[config.mk]
export PLATFORM = sky130hd
export DESIGN_NAME = mbox_top
export DESIGN_NICKNAME = d
export VERILOG_FILES = /design/src/source/mbox_pkg.sv /design/src/source/mbox_top.sv /design/src/source/mbox_regs.sv /design/src/source/fifo_queue.sv /design/src/source/dp_ram.sv /design/src/source/pending_size.sv
export SDC_FILE = /design/constraint.sdc
export NUM_CORES = 1
export LEC_CHECK = 0
export ABC_AREA = 1
export BUFFER_PORTS_ARGS = -buffer_cell sky130_fd_sc_hd__buf_2
export CAP_MARGIN = 20
export CORE_UTILIZATION = 29
export CTS_CLUSTER_DIAMETER = 80
export DETAILED_ROUTE_END_ITERATION = 10
export PLACE_DENSITY = 0.44
export SLEW_MARGIN = 20
export SYNTH_ARGS = -nofsm -noshare
export SYNTH_HDL_FRONTEND = slang
export SYNTH_SLANG_ARGS = --single-unit
[constraint.sdc]
create_clock -name clk -period 5.77 [get_ports clk]
set_clock_uncertainty 0.1 [all_clocks]
set_input_delay 0.8655 -clock clk [delete_from_list [all_inputs] [get_ports clk]]
set_output_delay 0.8655 -clock clk [all_outputs]
set_load 0.01 [all_outputs]
[src/source/mbox_pkg.sv]
package mbox_pkg;

    // Word and address widths shared by the bus, the streams and the queues
    localparam int DATA_W = 32;
    localparam int ADDR_W = 4;

    // Fill level width, enough for queues of up to 128 words
    localparam int SIZE_W = 8;

    // Register byte offsets
    localparam logic [ADDR_W-1:0] REG_DATA   = 4'h0;
    localparam logic [ADDR_W-1:0] REG_STATUS = 4'h4;
    localparam logic [ADDR_W-1:0] REG_CTRL   = 4'h8;

    // Signals driven by the APB master
    typedef struct packed {
        logic [ADDR_W-1:0] paddr;
        logic              psel;
        logic              penable;
        logic              pwrite;
        logic [DATA_W-1:0] pwdata;
    } apb_req_t;

    // Signals returned by the mailbox
    typedef struct packed {
        logic [DATA_W-1:0] prdata;
        logic              pready;
        logic              pslverr;
    } apb_rsp_t;

    // One word on a valid/ready stream whose ready travels the other way
    typedef struct packed {
        logic              valid;
        logic [DATA_W-1:0] data;
    } stream_t;

    typedef struct packed {
        logic              empty;
        logic              alm_empty;
        logic              full;
        logic              alm_full;
        logic [SIZE_W-1:0] size;
    } fifo_status_t;

endpackage
[src/source/mbox_top.sv]
`timescale 1ns/1ns

module mbox_top #(
    parameter int DEPTH     = 8,
    parameter int ALM_FULL  = 6,
    parameter int ALM_EMPTY = 1
) (
    input  logic               clk,
    input  logic               reset,
    input  mbox_pkg::apb_req_t apb_req,
    output mbox_pkg::apb_rsp_t apb_rsp,
    output mbox_pkg::stream_t  tx_out,
    input  logic               tx_ready,
    input  mbox_pkg::stream_t  rx_in,
    output logic               rx_ready,
    output logic               irq
);

    import mbox_pkg::*;

    fifo_status_t      tx_status;
    fifo_status_t      rx_status;
    logic              tx_push;
    logic              tx_pop;
    logic [DATA_W-1:0] tx_wdata;
    logic              rx_push;
    logic              rx_pop;
    logic [DATA_W-1:0] rx_head;

    mbox_regs mbox_regs_i (
        .clk         (clk),
        .reset       (reset),
        .apb_req     (apb_req),
        .apb_rsp     (apb_rsp),
        .tx_status   (tx_status),
        .rx_status   (rx_status),
        .rx_head     (rx_head),
        .tx_push     (tx_push),
        .tx_wdata    (tx_wdata),
        .rx_pop      (rx_pop),
        .tx_ready    (tx_ready),
        .tx_pop      (tx_pop),
        .rx_in_valid (rx_in.valid),
        .rx_ready    (rx_ready),
        .rx_push     (rx_push),
        .irq         (irq)
    );

    // Transmit queue filled from APB and drained by the outgoing stream
    fifo_queue #(
        .DEPTH     (DEPTH),
        .ALM_FULL  (ALM_FULL),
        .ALM_EMPTY (ALM_EMPTY)
    ) tx_queue_i (
        .clk      (clk),
        .reset    (reset),
        .push     (tx_push),
        .pop      (tx_pop),
        .data_in  (tx_wdata),
        .data_out (tx_out.data),
        .status   (tx_status)
    );

    assign tx_out.valid = !tx_status.empty;

    // Receive queue filled from the incoming stream and drained by DATA reads
    fifo_queue #(
        .DEPTH     (DEPTH),
        .ALM_FULL  (ALM_FULL),
        .ALM_EMPTY (ALM_EMPTY)
    ) rx_queue_i (
        .clk      (clk),
        .reset    (reset),
        .push     (rx_push),
        .pop      (rx_pop),
        .data_in  (rx_in.data),
        .data_out (rx_head),
        .status   (rx_status)
    );

endmodule

[src/source/mbox_regs.sv]
`timescale 1ns/1ns

module mbox_regs (
    input  logic                        clk,
    input  logic                        reset,
    input  mbox_pkg::apb_req_t          apb_req,
    output mbox_pkg::apb_rsp_t          apb_rsp,
    input  mbox_pkg::fifo_status_t      tx_status,
    input  mbox_pkg::fifo_status_t      rx_status,
    input  logic [mbox_pkg::DATA_W-1:0] rx_head,
    output logic                        tx_push,
    output logic [mbox_pkg::DATA_W-1:0] tx_wdata,
    output logic                        rx_pop,
    input  logic                        tx_ready,
    output logic                        tx_pop,
    input  logic                        rx_in_valid,
    output logic                        rx_ready,
    output logic                        rx_push,
    output logic                        irq
);

    import mbox_pkg::*;

    localparam int PAD_W = DATA_W - 2 * SIZE_W - 8;

    logic              access;
    logic              wr_access;
    logic              rd_access;
    logic              ctrl_en;
    logic [DATA_W-1:0] status_word;
    logic [DATA_W-1:0] rdata;
    logic              err;

    // No wait states, so every access phase completes in its own cycle
    assign access    = apb_req.psel && apb_req.penable;
    assign wr_access = access && apb_req.pwrite;
    assign rd_access = access && !apb_req.pwrite;

    assign status_word = {
        {PAD_W{1'b0}},
        rx_status.size,
        tx_status.size,
        rx_status.alm_full, rx_status.full, rx_status.alm_empty, rx_status.empty,
        tx_status.alm_full, tx_status.full, tx_status.alm_empty, tx_status.empty
    };

    // Queue control is only issued when the queue can take it
    assign tx_push  = wr_access && (apb_req.paddr == REG_DATA) && !tx_status.full;
    assign tx_wdata = apb_req.pwdata;
    assign rx_pop   = rd_access && (apb_req.paddr == REG_DATA) && !rx_status.empty;

    always_ff @(posedge clk) begin
        if (reset) begin
            ctrl_en <= 1'b0;
        end else if (wr_access && (apb_req.paddr == REG_CTRL)) begin
            ctrl_en <= apb_req.pwdata[0];
        end
    end

    // Read data and error of the addressed register before access masking
    always_comb begin
        rdata = '0;
        err   = 1'b0;
        case (apb_req.paddr)
            REG_DATA: begin
                if (apb_req.pwrite) begin
                    err = tx_status.full;
                end else begin
                    err   = rx_status.empty;
                    rdata = rx_status.empty ? '0 : rx_head;
                end
            end
            REG_STATUS: begin
                if (apb_req.pwrite) begin
                    err = 1'b1;
                end else begin
                    rdata = status_word;
                end
            end
            REG_CTRL: begin
                if (!apb_req.pwrite) begin
                    rdata = DATA_W'(ctrl_en);
                end
            end
            default: begin
                err = 1'b1;
            end
        endcase
    end

    assign apb_rsp = '{
        prdata:  rd_access ? rdata : '0,
        pready:  1'b1,
        pslverr: access && err
    };

    // Stream handshakes follow the queue flags directly
    assign tx_pop   = tx_ready && !tx_status.empty;
    assign rx_ready = !rx_status.full;
    assign rx_push  = rx_in_valid && !rx_status.full;

    assign irq = ctrl_en && !rx_status.empty;

    // A pop without a matching push shrinks the queue by exactly one word
    assert property (@(posedge clk) disable iff (reset)
        (rx_pop && !rx_push) |=> (rx_status.size == $past(rx_status.size) - 1'b1))
        else $error("mbox_regs: receive queue size off after DATA read");

    assert property (@(posedge clk) disable iff (reset)
        (tx_pop && !tx_push) |=> (tx_status.size == $past(tx_status.size) - 1'b1))
        else $error("mbox_regs: transmit queue size off after stream transfer");

endmodule

[src/source/fifo_queue.sv]
`timescale 1ns/1ns

module fifo_queue #(
    parameter int DEPTH     = 8,
    parameter int ALM_FULL  = 6,
    parameter int ALM_EMPTY = 1
) (
    input  logic                        clk,
    input  logic                        reset,
    input  logic                        push,
    input  logic                        pop,
    input  logic [mbox_pkg::DATA_W-1:0] data_in,
    output logic [mbox_pkg::DATA_W-1:0] data_out,
    output mbox_pkg::fifo_status_t      status
);

    import mbox_pkg::*;

    localparam int PTR_W = $clog2(DEPTH);

    logic [PTR_W-1:0] wr_ptr;
    logic [PTR_W-1:0] rd_ptr;

    initial begin
        assert ((DEPTH & (DEPTH - 1)) == 0)
            else $error("fifo_queue: DEPTH must be a power of two");
        assert (ALM_FULL > 0 && ALM_FULL < DEPTH)
            else $error("fifo_queue: ALM_FULL must lie between 0 and DEPTH");
        assert (ALM_EMPTY > 0 && ALM_EMPTY < DEPTH)
            else $error("fifo_queue: ALM_EMPTY must lie between 0 and DEPTH");
        assert (DEPTH < (1 << SIZE_W))
            else $error("fifo_queue: DEPTH does not fit the size field");
    end

    pending_size #(
        .DEPTH     (DEPTH),
        .ALM_FULL  (ALM_FULL),
        .ALM_EMPTY (ALM_EMPTY)
    ) pending_size_i (
        .clk    (clk),
        .reset  (reset),
        .incr   (push),
        .decr   (pop),
        .status (status)
    );

    // Pointers wrap naturally since DEPTH is a power of two
    always_ff @(posedge clk) begin
        if (reset) begin
            wr_ptr <= '0;
            rd_ptr <= '0;
        end else begin
            if (push) begin
                wr_ptr <= wr_ptr + 1'b1;
            end
            if (pop) begin
                rd_ptr <= rd_ptr + 1'b1;
            end
        end
    end

    dp_ram #(
        .DEPTH (DEPTH)
    ) dp_ram_i (
        .clk   (clk),
        .write (push),
        .waddr (wr_ptr),
        .wdata (data_in),
        .raddr (rd_ptr),
        .rdata (data_out)
    );

    // An empty or full counter must agree with the pointers having met
    assert property (@(posedge clk) disable iff (reset)
        (status.empty || status.full) |-> (wr_ptr == rd_ptr))
        else $error("fifo_queue: pointers disagree with the occupancy count");

    // Words written into a queue with room are held until popped
    assert property (@(posedge clk) disable iff (reset)
        (push && status.empty && !pop) |=> (data_out == $past(data_in)))
        else $error("fifo_queue: head word lost after push to empty queue");

endmodule

[src/source/dp_ram.sv]
`timescale 1ns/1ns

module dp_ram #(
    parameter int DEPTH = 8
) (
    input  logic                       clk,
    input  logic                       write,
    input  logic [$clog2(DEPTH)-1:0]   waddr,
    input  logic [mbox_pkg::DATA_W-1:0] wdata,
    input  logic [$clog2(DEPTH)-1:0]   raddr,
    output logic [mbox_pkg::DATA_W-1:0] rdata
);

    import mbox_pkg::*;

    logic [DATA_W-1:0] mem [DEPTH];

    always_ff @(posedge clk) begin
        if (write) begin
            mem[waddr] <= wdata;
        end
    end

    // The read side is asynchronous so the head word is visible without a clock
    assign rdata = mem[raddr];

endmodule

[src/source/pending_size.sv]
`timescale 1ns/1ns

module pending_size #(
    parameter int DEPTH     = 8,
    parameter int ALM_FULL  = 6,
    parameter int ALM_EMPTY = 1
) (
    input  logic                  clk,
    input  logic                  reset,
    input  logic                  incr,
    input  logic                  decr,
    output mbox_pkg::fifo_status_t status
);

    import mbox_pkg::*;

    logic [SIZE_W-1:0] size_n;

    // A simultaneous increment and decrement leaves the count where it is
    always_comb begin
        size_n = status.size;
        if (incr && !decr) begin
            size_n = status.size + 1'b1;
        end else if (decr && !incr) begin
            size_n = status.size - 1'b1;
        end
    end

    // Flags are derived from the next count so they line up with size
    always_ff @(posedge clk) begin
        if (reset) begin
            status.size      <= '0;
            status.empty     <= 1'b1;
            status.alm_empty <= 1'b1;
            status.full      <= 1'b0;
            status.alm_full  <= 1'b0;
        end else begin
            status.size      <= size_n;
            status.empty     <= (size_n == '0);
            status.alm_empty <= (size_n <= SIZE_W'(ALM_EMPTY));
            status.full      <= (size_n == SIZE_W'(DEPTH));
            status.alm_full  <= (size_n >= SIZE_W'(ALM_FULL));
        end
    end

    assert property (@(posedge clk) disable iff (reset)
        (incr && !decr) |-> !status.full)
        else $error("pending_size: increment of a full queue");

    assert property (@(posedge clk) disable iff (reset)
        (decr && !incr) |-> !status.empty)
        else $error("pending_size: decrement of an empty queue");

endmodule

==> run summary, run 1 <==
Post-Route WL = 63,900 um
worst path cell trace = buf_4, o21ai_0, o221ai_1, nand3_1, a21oi_1, buf_2
Yosys reg bits = 555
Yosys Warn Count = 0
Worst Tran Pin Value = 0.927 ns
# nets final = 2,095
maximum root-to-sink buffer count = 3
Ports = 144
post-route ant nets = 0
status = finished clean
residual DRC count = 0
layout cells sized above 1 = 15.4%
max incr delay on CP = 0.75 ns
global-route wire length before repair = 94,300 um
TritonCTS clock tree = yes
total track usage = 16.1%
min-delay worst type = flip-flop to flip-flop
clock transition at the registers of the reported paths = 0.06 ns
Leak = 9.06 nW
crit path kind = flip-flop to output port
Initial Utilization = 29.4%
height of the die = 280 um
CTS buffer count = 69
Worst path slowest cell = buf_4
Max FO, Critical Path = 88
RSZ-0062 raised after global routing = no
number of global-route vias before repair = 14,900
final core utilization = 34.8%
hold_buf cts = 0
Pwr per Cell Area = 355 nW/um^2
Slew HR = 38.2%
Mean Syn Cell Area = 11.9 sq um
HPWL after DPL = 36,300 um
die footprint = 78,600 sq um
maximum vdd ir drop = 0.210 mV
synth top area cells = edfxtp_1 68%, nor2_1 7.2%, o21ai_0 5.9%
Setup WS pre-CTS = 2.01 ns
Rows = 101
Seq/Total Area, Yosys = 72.3%
Num Clock Sinks = 555
dominant cell type by area after synthesis = edfxtp_1
Pre-Repair DR Iteration Count = 5
post-route clock period utilization = 74.8%
Worst setup EP type = output port
CP startpoint kind = flip-flop
Post-Syn Instances = 1,880
number of hold violations in the final report = 0
largest net degree at the start of global routing = 89
initial antenna violation count = 5
area share of the largest cell type after synthesis = 68.5%
Period minus WS final = 4.32 ns
RePlAce Congestion = 0.867
CP required = 4.80 ns
WL/cell = 20.6 um
Fin Setup TNS = 0 ns
Fmax achieved = 232 MHz
Vias = 15,100
arrival time at the worst endpoint = 3.35 ns
number of port buffers = 142
Core ar. = 76,300 sq um
synth unique cells = 34
Slew Viols, Final = 0
drt via density = 4.89
mapped cell area = 22,500 sq um
CTS-repair resized insts = 0
# Post-CTS Setup Buffers = 0
Final WS setup = 1.45 ns
Worst-Skew Late Latency = 0.58 ns
final setup fails = 0
H-tree levels = 3
Area Growth Syn to Fin = 18.2%
Root Buffer = clkbuf_16
# fillers = 7,591
syn nets = 1,963
chip width = 280 um
initial drt markers = 1,025
max-cap viol count = 0
GRT overflow = 0
[path summary, 6_finish.rpt]
kind	start	to	slack (ns)	cells after the start
min reg2reg	tx_queue_i.rd_ptr[2]	flip-flop	0.36	2
max	flip-flop	apb_rsp[6]	1.45	6
min	tx_queue_i.rd_ptr[2]	flip-flop	0.36	2
max reg2reg	rx_queue_i.pending_size_i.status[9]	rx_queue_i.dp_ram_i.mem[6][17]	2.73	6
[worst max-delay path: cells and delay by family (launching register included)]
family / cells / cell delay [ns]
AO/OA/AOI/OAI: 3 / 0.88
AND/OR/NAND/NOR: 1 / 0.15
flip-flops: 1 / 0.65
buffers and inverters: 2 / 0.94
[cell usage after synthesis]
library cell,count
a21boi_1,1
a21boi_2,1
a21oi_1,38
a31oi_1,43
buf_1,9
buf_2,21
buf_4,2
clkbuf_1,81
clkinv_1,3
clkinv_4,1
conb_1,1
dfxtp_1,43
edfxtp_1,512
ha_1,8
inv_1,55
inv_2,4
nand2_1,152
nand2_2,5
nand2_4,2
nand3_1,62
nand3_2,2
nand4_1,15
nand4_2,1
nor2_1,429
nor2_2,5
nor2_4,3
nor2_8,1
nor3_1,14
o21ai_0,267
o21ai_1,1
o221ai_1,55
o22ai_1,33
xnor2_1,1
xor2_1,9
[through the flow]
step	power [W]	instances	cell area, sq um	hold WS [ns]
floorplan	0.00513	1880	22500	0.333
global placement	0.00545	2970	24400	0.348
detailed placement	0.00546	2970	24400	0.357
CTS	0.00956	3093	26500	0.365
global route	0.00979	3095	26500	0.386
finish	0.00944	3096	26500	0.361
[cells in the final DEF (no fill, tap or decap), types with 2 or more instances in the layout]
cell type,Yosys,layout
nor3_1,14,5
edfxtp_1,512,512
a31oi_1,43,43
inv_8,0,2
xor2_1,9,9
nand4_1,15,15
nand3_1,62,62
o21ai_0,267,267
nor3_2,0,9
dfxtp_4,0,2
bufinv_16,0,2
buf_2,21,142
buf_12,0,3
ha_1,8,8
clkbuf_1,81,19
a21oi_1,38,38
inv_2,4,5
clkinv_8,0,3
clkinv_1,3,12
nand2_2,5,5
nand3_2,2,2
buf_4,2,29
nor2_2,5,5
dfxtp_2,0,2
diode_2,0,2
nand2_1,152,152
clkbuf_16,0,71
o22ai_1,33,33
nor2_4,3,11
inv_1,55,53
nand2_4,2,2
clkinv_2,0,14
dfxtp_1,43,39
o221ai_1,55,55
nor2_1,429,421
[per-layer routing]
layer  global-route usage [%]  vias up  wire length, um
li1                         -     7087                -
met1                     22.5     7577            30100
met2                     25.0      370            28700
met3                     3.57      100             3500
met4                     4.76        0             1520
met5                        0        -                0
[area by class of cell]
| cell class | instances | area (sq um) | area share, % |
|---|---|---|---|
| diodes | 2 | 5.00 | 0.0189 |
| clock buffers | 90 | 1850 | 6.96 |
| clock inverters | 33 | 292 | 1.10 |
| inverters | 63 | 246 | 0.929 |
| multi-input cells | 1149 | 5630 | 21.2 |
| flip-flops and latches | 555 | 16200 | 61.2 |
| well taps | 1030 | 1290 | 4.86 |
| repair buffers | 174 | 988 | 3.72 |
[report_power, final]
part	switching (W)	total [W]	internal (W)
Clock	0.00169	0.00407	0.00237
Sequential	0.0000768	0.00454	0.00447
Combinational	0.000561	0.000826	0.000265
[sequential cells by signal, indices dropped and copies added, names as in the netlist, named ones only]
name	flops
mbox_regs_i.ctrl_en	1
rx_queue_i.dp_ram_i.mem	256
rx_queue_i.pending_size_i.status	12
rx_queue_i.rd_ptr	3
rx_queue_i.wr_ptr	3
tx_queue_i.dp_ram_i.mem	256
tx_queue_i.pending_size_i.status	12
tx_queue_i.rd_ptr	3
tx_queue_i.wr_ptr	3
[cell families (layout without fill, tap and decap cells)]
family	after synthesis	in the layout	synth area share, %
and+or+nand+nor	691	691	12.6
DFF	555	555	72.3
AOI/OAI and AO/OA	439	439	11.2
buffers and inverters	176	360	3.11
xor gates and xnor gates	10	10	0.390
adders and majority gates	8	8	0.446
other	1	3	0.0167
No activity file was read; power rests on OpenSTA's default activity.
==> run 2: changes to the inputs <==
--- a/config.mk
+++ b/config.mk
@@ -11,7 +11,7 @@
 export CORE_UTILIZATION = 29
 export CTS_CLUSTER_DIAMETER = 80
 export DETAILED_ROUTE_END_ITERATION = 10
-export PLACE_DENSITY = 0.44
+export PLACE_DENSITY = 0.46
 export SLEW_MARGIN = 20
 export SYNTH_ARGS = -nofsm -noshare
 export SYNTH_HDL_FRONTEND = slang
==> constraint.sdc (replaced) <==
create_clock -name clk -period 3.8 [get_ports clk]
set_clock_uncertainty 0.1 [all_clocks]
set_input_delay 0.57 -clock clk [delete_from_list [all_inputs] [get_ports clk]]
set_output_delay 0.57 -clock clk [all_outputs]
set_load 0.01 [all_outputs]
==> run 2 against run 1 <==
  * Sequential share of layout area decreased by 0.15 points
  * Count of clock-buffer cells in the layout down 10
  * First-iteration DRC count grew 5.0%
  * Routed wire length shrank 4.9%
  * Highest routed layer is now met5
  * Setup slack worse by 0.95 ns
  * Global-route usage down 0.82 points
  * Die area unchanged
  * Via count decreased by 1.5%
  * Worst hold slack worse by 0.23 ns
==> run summary, run 2 (synthesized netlist as in run 1, its figures left out) <==
post-route ant nets = 0 (unchanged)
largest net degree at the start of global routing = 129 (+45%)
Sequential Power Share = 48.4% (+0.2 points)
Initial Utilization = 29.4% (unchanged)
maximum root-to-sink buffer count = 3 (unchanged)
Setup WS pre-CTS = 0.784 ns (-1.23 ns)
clock transition at the registers of the reported paths = 0.06 ns (about the same)
max incr delay on CP = 0.49 ns (-0.26 ns)
H-tree levels = 3 (unchanged)
Worst setup EP type = output port
min-delay worst type = primary input to flip-flop
CP startpoint kind = flip-flop
Core ar. = 76,300 sq um (unchanged)
number of port buffers = 142 (unchanged)
Switch Pwr = 0.00347 W (+49%)
max-cap viol count = 0 (unchanged)
Vias = 14,900 (-1.5%)
drt via density = 4.81 (-1.7%)
Num Clock Sinks = 555 (unchanged)
layout cells sized above 1 = 15.5% (+0.18 points)
commonest non-fill, non-tap cell in the layout = edfxtp_1
height of the die = 280 um (unchanged)
WL/cell = 19.6 um (-5.1%)
HPWL after DPL = 33,900 um (-6.9%)
Worst-Skew Late Latency = 0.59 ns (about the same)
Area Growth Syn to Fin = 18.5%
worst hold slack = 0.132 ns (-0.229 ns)
final total power = 0.0142 W (+50%)
CTS buffer count = 66 (-4.3%)
Worst path slowest cell = dfxtp_2
total track usage = 15.3% (-0.82 points)
RSZ-0062 raised after global routing = no
Reg2Reg Setup Slack = 1.44 ns (-1.29 ns)
Top delay family on crit path = compound AO/OA/AOI/OAI gates
arrival time at the worst endpoint = 2.63 ns (-0.72 ns)
status = finished clean
CTS-repair resized insts = 0 (unchanged)
Ports = 144 (unchanged)
Post-Route WL = 60,700 um (-4.9%)
Final WS setup = 0.503 ns (-0.948 ns)
# nets final = 2,103 (+0.38%)
residual DRC count = 0 (unchanged)
Leak = 9.08 nW (+0.23%)
Root Buffer = clkbuf_16
chip width = 280 um (unchanged)
die footprint = 78,600 sq um (unchanged)
# Post-CTS Setup Buffers = 0 (unchanged)
number of hold violations in the final report = 0 (unchanged)
Comb pwr share = 9.2% (+0.4 points)
Slew Viols, Final = 0 (unchanged)
Max FO, Critical Path = 33 (-63%)
post-route cell area = 26,600 sq um (+0.25%)
Net Sw Frac = 24.5% (-0.25 points)
Largest regs = rx_queue_i.dp_ram_i.mem: 256 flops, tx_queue_i.dp_ram_i.mem: 256 flops
post-route clock period utilization = 86.8%
crit path kind = flip-flop to output port
Placement Cell Area = 24,500 sq um (+0.62%)
number of global-route vias before repair = 14,500 (-2.4%)
Routed met2 length = 28,100 um (-2.1%)
CP required = 3.13 ns (-1.67 ns)
RePlAce Congestion = 0.830 (-4.3%)
routed wl met3 = 3040 um (-13%)
worst path cell trace = clkinv_1, buf_4, o21ai_0, o221ai_1, nand3_1, a21oi_1, buf_2
highest metal used = met5
initial drt markers = 1,076 (+5.0%)
global-route wire length before repair = 90,800 um (-3.7%)
Pwr per Cell Area = 533 nW/um^2 (+50%)
initial antenna violation count = 10 (+5)
WL met1 = 28,200 um (-6.4%)
Slew HR = 38.6% (+0.38 points)
Buf/Inv on CP = 3 (+1)
Rows = 101 (unchanged)
hold_buf cts = 0 (unchanged)
Period minus WS final = 3.30 ns
final core utilization = 34.9% (+0.087 points)
Fmax achieved = 303 MHz
Worst Tran Pin Value = 0.917 ns (-0.0107 ns)
Pre-Repair DR Iteration Count = 5 (unchanged)
clock network fraction of design power = 42.4% (-0.7 points)
GRT overflow = 0 (unchanged)
final setup fails = 0 (unchanged)
TritonCTS clock tree = yes
maximum vdd ir drop = 0.357 mV (+70%)
most frequent cells in the layout = 512 x edfxtp_1, 421 x nor2_1, 267 x o21ai_0
Pint = 0.0107 W (+51%)
-- run 2: layout make-up --
| class | instances | area [sq um] |
|---|---|---|
| diodes | 5 | 12.5 |
| clock buffers | 80 | 1710 |
| clock inverters | 34 | 354 |
| fillers | 7591 | 49700 |
| inverters | 63 | 244 |
| multi-input cells | 1149 | 5660 |
| flip-flops and latches | 555 | 16200 |
| well taps | 1030 | 1290 |
| repair buffers | 185 | 1100 |
-- run 2: power by group through the flow --
stage | Clock, W | Combinational, W | Sequential [W]
5_1_grt | 0.00639 | 0.00147 | 0.00688
3_3_place_gp | 0 | 0.00130 | 0.00699
4_1_cts | 0.00617 | 0.00132 | 0.00687
2_1_floorplan | 0 | 0.000846 | 0.00695
3_5_place_dp | 0 | 0.00132 | 0.00700
6_report | 0.00603 | 0.00130 | 0.00687
-- run 2: worst paths after layout --
kind                                       startpoint                             end  cells after the start
setup / recovery                            flip-flop                     apb_rsp[23]                      7
hold / removal                              rx_in[28]  rx_queue_i.dp_ram_i.mem[2][28]                      1
hold reg to reg                  tx_queue_i.rd_ptr[2]            tx_queue_i.rd_ptr[2]                      2
setup reg to reg  rx_queue_i.pending_size_i.status[9]   rx_queue_i.dp_ram_i.mem[6][0]                      6
-- run 2: stage by stage --
stage	instances	setup TNS (ns)
4_1_cts	3096	0
6_report	3101	0
2_1_floorplan	1880	-22.71
3_5_place_dp	2982	0
5_1_grt	3099	0
3_3_place_gp	2982	0
-- run 2: routing by layer --
metal | track usage, % | vias to the layer above
met3 | 2.78 | 100
met1 | 20.9 | 7307
met4 | 5.06 | 8
met2 | 24.5 | 397
li1 | - | 7093
met5 | 0 | -
==> run 3: changes to the inputs <==
--- a/config.mk
+++ b/config.mk
@@ -11,8 +11,9 @@
 export CORE_UTILIZATION = 29
 export CTS_CLUSTER_DIAMETER = 80
 export DETAILED_ROUTE_END_ITERATION = 10
-export PLACE_DENSITY = 0.46
+export PLACE_DENSITY = 0.45
 export SLEW_MARGIN = 20
 export SYNTH_ARGS = -nofsm -noshare
 export SYNTH_HDL_FRONTEND = slang
+export SYNTH_HIERARCHICAL = 1
 export SYNTH_SLANG_ARGS = --single-unit
==> run 3 against run 2 <==
  * Clock power grew 1%
  * Combinational power grew 28%
  * Register-to-register slack lost 0.06 ns
  * Worst hold slack lost 0.0070 ns
  * Via count grew 16%
  * Utilization shrank 1.1 points
  * Final cell count grew 31%
  * Non-clock buffer count shrank 1
  * Count of clock-buffer cells in the layout grew 2
  * Largest power group unchanged
==> run summary, run 3 <==
residual DRC count = 0 (unchanged)
CP required = 3.13 ns (about the same)
Pwr per Cell Area = 496 nW/um^2 (-7.0%)
Root Buffer = clkbuf_16
worst r2r src = rx_queue_i/pending_size_i/status[9]
top cells by count, synth = 932 x nand2_1, 565 x inv_1, 512 x edfxtp_1, 298 x nand3_1, 96 x nor2_1
final total power = 0.0146 W (+3.0%)
HPWL after DPL = 37,300 um (+10%)
Fin Setup TNS = 0 ns (unchanged)
Leak = 13.2 nW (+45%)
post-route cell area = 29,500 sq um (+11%)
Vias = 17,300 (+16%)
Num Clock Sinks = 549 (-1.1%)
layout cells sized above 1 = 12.6% (-2.9 points)
arrival time at the worst endpoint = 2.81 ns (+0.18 ns)
Slew Viols, Final = 0 (unchanged)
Largest regs = rx_queue_i/dp_ram_i/mem: 256 flops, tx_queue_i/dp_ram_i/mem: 256 flops
count leader, synth = nand2_1
initial drt markers = 860 (-20%)
# fillers = 8,910 (+17%)
worst r2r dst = rx_queue_i/dp_ram_i/mem[1][25]
chip width = 299 um (+6.8%)
Post-Route WL = 65,500 um (+7.9%)
reg2reg path depth = 4 (-2)
RePlAce Congestion = 0.822 (-0.98%)
number of hold violations in the final report = 0 (unchanged)
Switch Pwr = 0.00383 W (+10%)
hold_buf cts = 0 (unchanged)
Seq/Total Area, Yosys = 62.9% (-9.4 points)
Initial Utilization = 29.4% (about the same)
Period minus WS final = 3.48 ns (+0.179 ns)
GRT overflow = 0 (unchanged)
Worst Tran Pin Value = 0.898 ns (-0.0187 ns)
Mean Syn Cell Area = 9.37 sq um (-22%)
synth top area cells = edfxtp_1 60%, nand2_1 14%, inv_1 8.3%
Sequential Area = 16,100 sq um (-0.73%)
Sequential Power Share = 46.8% (-1.6 points)
CTS-repair resized insts = 0 (unchanged)
Pre-Repair DR Iteration Count = 5 (unchanged)
dominant cell type by area after synthesis = edfxtp_1
crit path kind = flip-flop to output port
drt via density = 4.28 (-11%)
Multi-input gate area = 6440 sq um (+14%)
initial antenna violation count = 9 (-1)
die footprint = 89,600 sq um (+14%)
max-cap viol count = 0 (unchanged)
Pint = 0.0108 W (+0.61%)
Post-synth EDFFs = 512 (unchanged)
Ports = 144 (unchanged)
RSZ-0062 raised after global routing = no
post-route ant nets = 0 (unchanged)
Comb pwr share = 11.4% (+2.2 points)
# Post-CTS Setup Buffers = 0 (unchanged)
post-route clock period utilization = 91.5% (+4.7 points)
Worst-Skew Late Latency = 0.60 ns (about the same)
Placement Cell Area = 27,300 sq um (+11%)
mapped cell area = 25,600 sq um (+14%)
CP startpoint kind = flip-flop
number of global-route vias before repair = 16,900 (+16%)
height of the die = 299 um (+6.8%)
Slew HR = 40.1% (+1.6 points)
total track usage = 14.7% (-0.67 points)
clock transition at the registers of the reported paths = 0.06 ns (about the same)
synth unique cells = 33 (-2.9%)
largest net degree at the start of global routing = 132 (+2.3%)
Area Growth Syn to Fin = 14.9%
clock network fraction of design power = 41.7% (-0.7 points)
min-delay worst type = primary input to flip-flop
Post-Syn Instances = 2,734 (+45%)
Yosys Warn Count = 6 (+6)
number of port buffers = 142 (unchanged)
Net Sw Frac = 26.2% (+1.7 points)
Setup crit end = apb_rsp[20]
Fmax achieved = 288 MHz (-5.2%)
Rows = 108 (+6.9%)
# nets final = 2,926 (+39%)
Max FO, Critical Path = 104 (+220%)
area share of the largest cell type after synthesis = 60.0% (-8.5 points)
commonest non-fill, non-tap cell in the layout = nand2_1
Reg2Reg Setup Slack = 1.38 ns (-0.06 ns)
Worst setup EP type = output port
maximum root-to-sink buffer count = 3 (unchanged)
TritonCTS clock tree = yes
final core utilization = 33.8% (-1.1 points)
WL/cell = 16.2 um (-17%)
status = finished clean
syn nets = 2,817 (+44%)
predominant post-synthesis flop cell = edfxtp_1
H-tree levels = 3 (unchanged)
crit path launch = rx_queue_i/rd_ptr[0]
Core ar. = 87,200 sq um (+14%)
global-route wire length before repair = 100,000 um (+11%)
final setup fails = 0 (unchanged)
Async SR Flop Fraction = 0% (unchanged)
CTS buffer count = 67 (+1.5%)
maximum vdd ir drop = 0.308 mV (-14%)
Yosys reg bits = 549 (-1.1%)
most frequent cells in the layout = 932 x nand2_1, 565 x inv_1, 512 x edfxtp_1
worst hold slack = 0.125 ns (-0.00702 ns)
-- run 3: cell types whose count changed in the layout (fill, tap and decap cells not counted), moves of 14 or more --
cell,delta
o221ai_1,-55
inv_1,+512
nand2_2,+14
nand3_1,+236
nor2_1,-341
a31oi_1,-43
o22ai_1,-33
o21ai_0,-263
nand2_1,+780
a21oi_1,-20
-- run 3: worst max-delay path, stage by stage (launching register included) --
cell and delay [ns]:
dfxtp_4 0.64, clkinv_2 0.16, buf_12 0.26, nand2_1 0.12, nand3_1 0.07, nand2_1 0.10, nand2_1 0.05, nand2_1 0.23
nand3_2 0.10, a21oi_1 0.19, buf_2 0.17
-- run 3: power by group through the flow --
stage	Sequential (W)	Combinational (W)	Clock, W
global route	0.00685	0.00189	0.00652
detailed placement	0.00697	0.00169	0
floorplan	0.00692	0.00121	0
CTS	0.00684	0.00170	0.00631
finish	0.00684	0.00167	0.00610
global placement	0.00696	0.00168	0
-- run 3: how the worst min path moves through the flow --
stage                                           to  slack [ns]  cells after the start           startpoint
floorplan                      mbox_regs_i/ctrl_en        0.36                      2  mbox_regs_i/ctrl_en
global placement               mbox_regs_i/ctrl_en        0.38                      2  mbox_regs_i/ctrl_en
detailed placement             mbox_regs_i/ctrl_en        0.39                      2  mbox_regs_i/ctrl_en
CTS                 rx_queue_i/dp_ram_i/mem[0][13]        0.07                      1            rx_in[13]
global route        rx_queue_i/dp_ram_i/mem[0][13]         0.1                      1            rx_in[13]
finish               rx_queue_i/dp_ram_i/mem[4][6]        0.12                      1             rx_in[6]
-- run 3: cell type report --
cell class | count | area share, %
antenna | 3 | 0.0255
tap | 1155 | 4.91
multi-input combinational | 1460 | 21.9
inverter | 581 | 7.42
clock buffer | 82 | 5.96
timing repair buffer | 184 | 3.91
sequential | 549 | 54.8
clock inverter | 39 | 1.17
-- run 3: stage by stage --
| stage | worst slack [ns] | instances |
|---|---|---|
| floorplan | 0.233 | 2734 |
| detailed placement | 0.851 | 3929 |
| global route | 0.127 | 4052 |
| CTS | 0.308 | 4050 |
| global placement | 0.879 | 3929 |
| finish | 0.324 | 4053 |
-- run 3: logic make-up (layout without fill, tap and decap cells) --
family          count (synthesis)  in the layout  synth area share (%)
compound gates                 44             44                  1.04
xor+xnor                        4              4                 0.137
fa+ha+maj                       8              8                 0.391
buf+inv                       725            886                  12.5
flops                         549            549                  62.9
other cells                     1              4                0.0146
simple gates                 1403           1403                  23.1
-- run 3: routing by layer --
layer / vias to the layer above / part of all wire, % / global-route usage [%]
met5: - / 0.072 / 0
met4: 8 / 2.6 / 4.79
met3: 110 / 4.3 / 2.97
met2: 300 / 47 / 24.6
met1: 8204 / 46 / 18.8
li1: 8721 / - / -
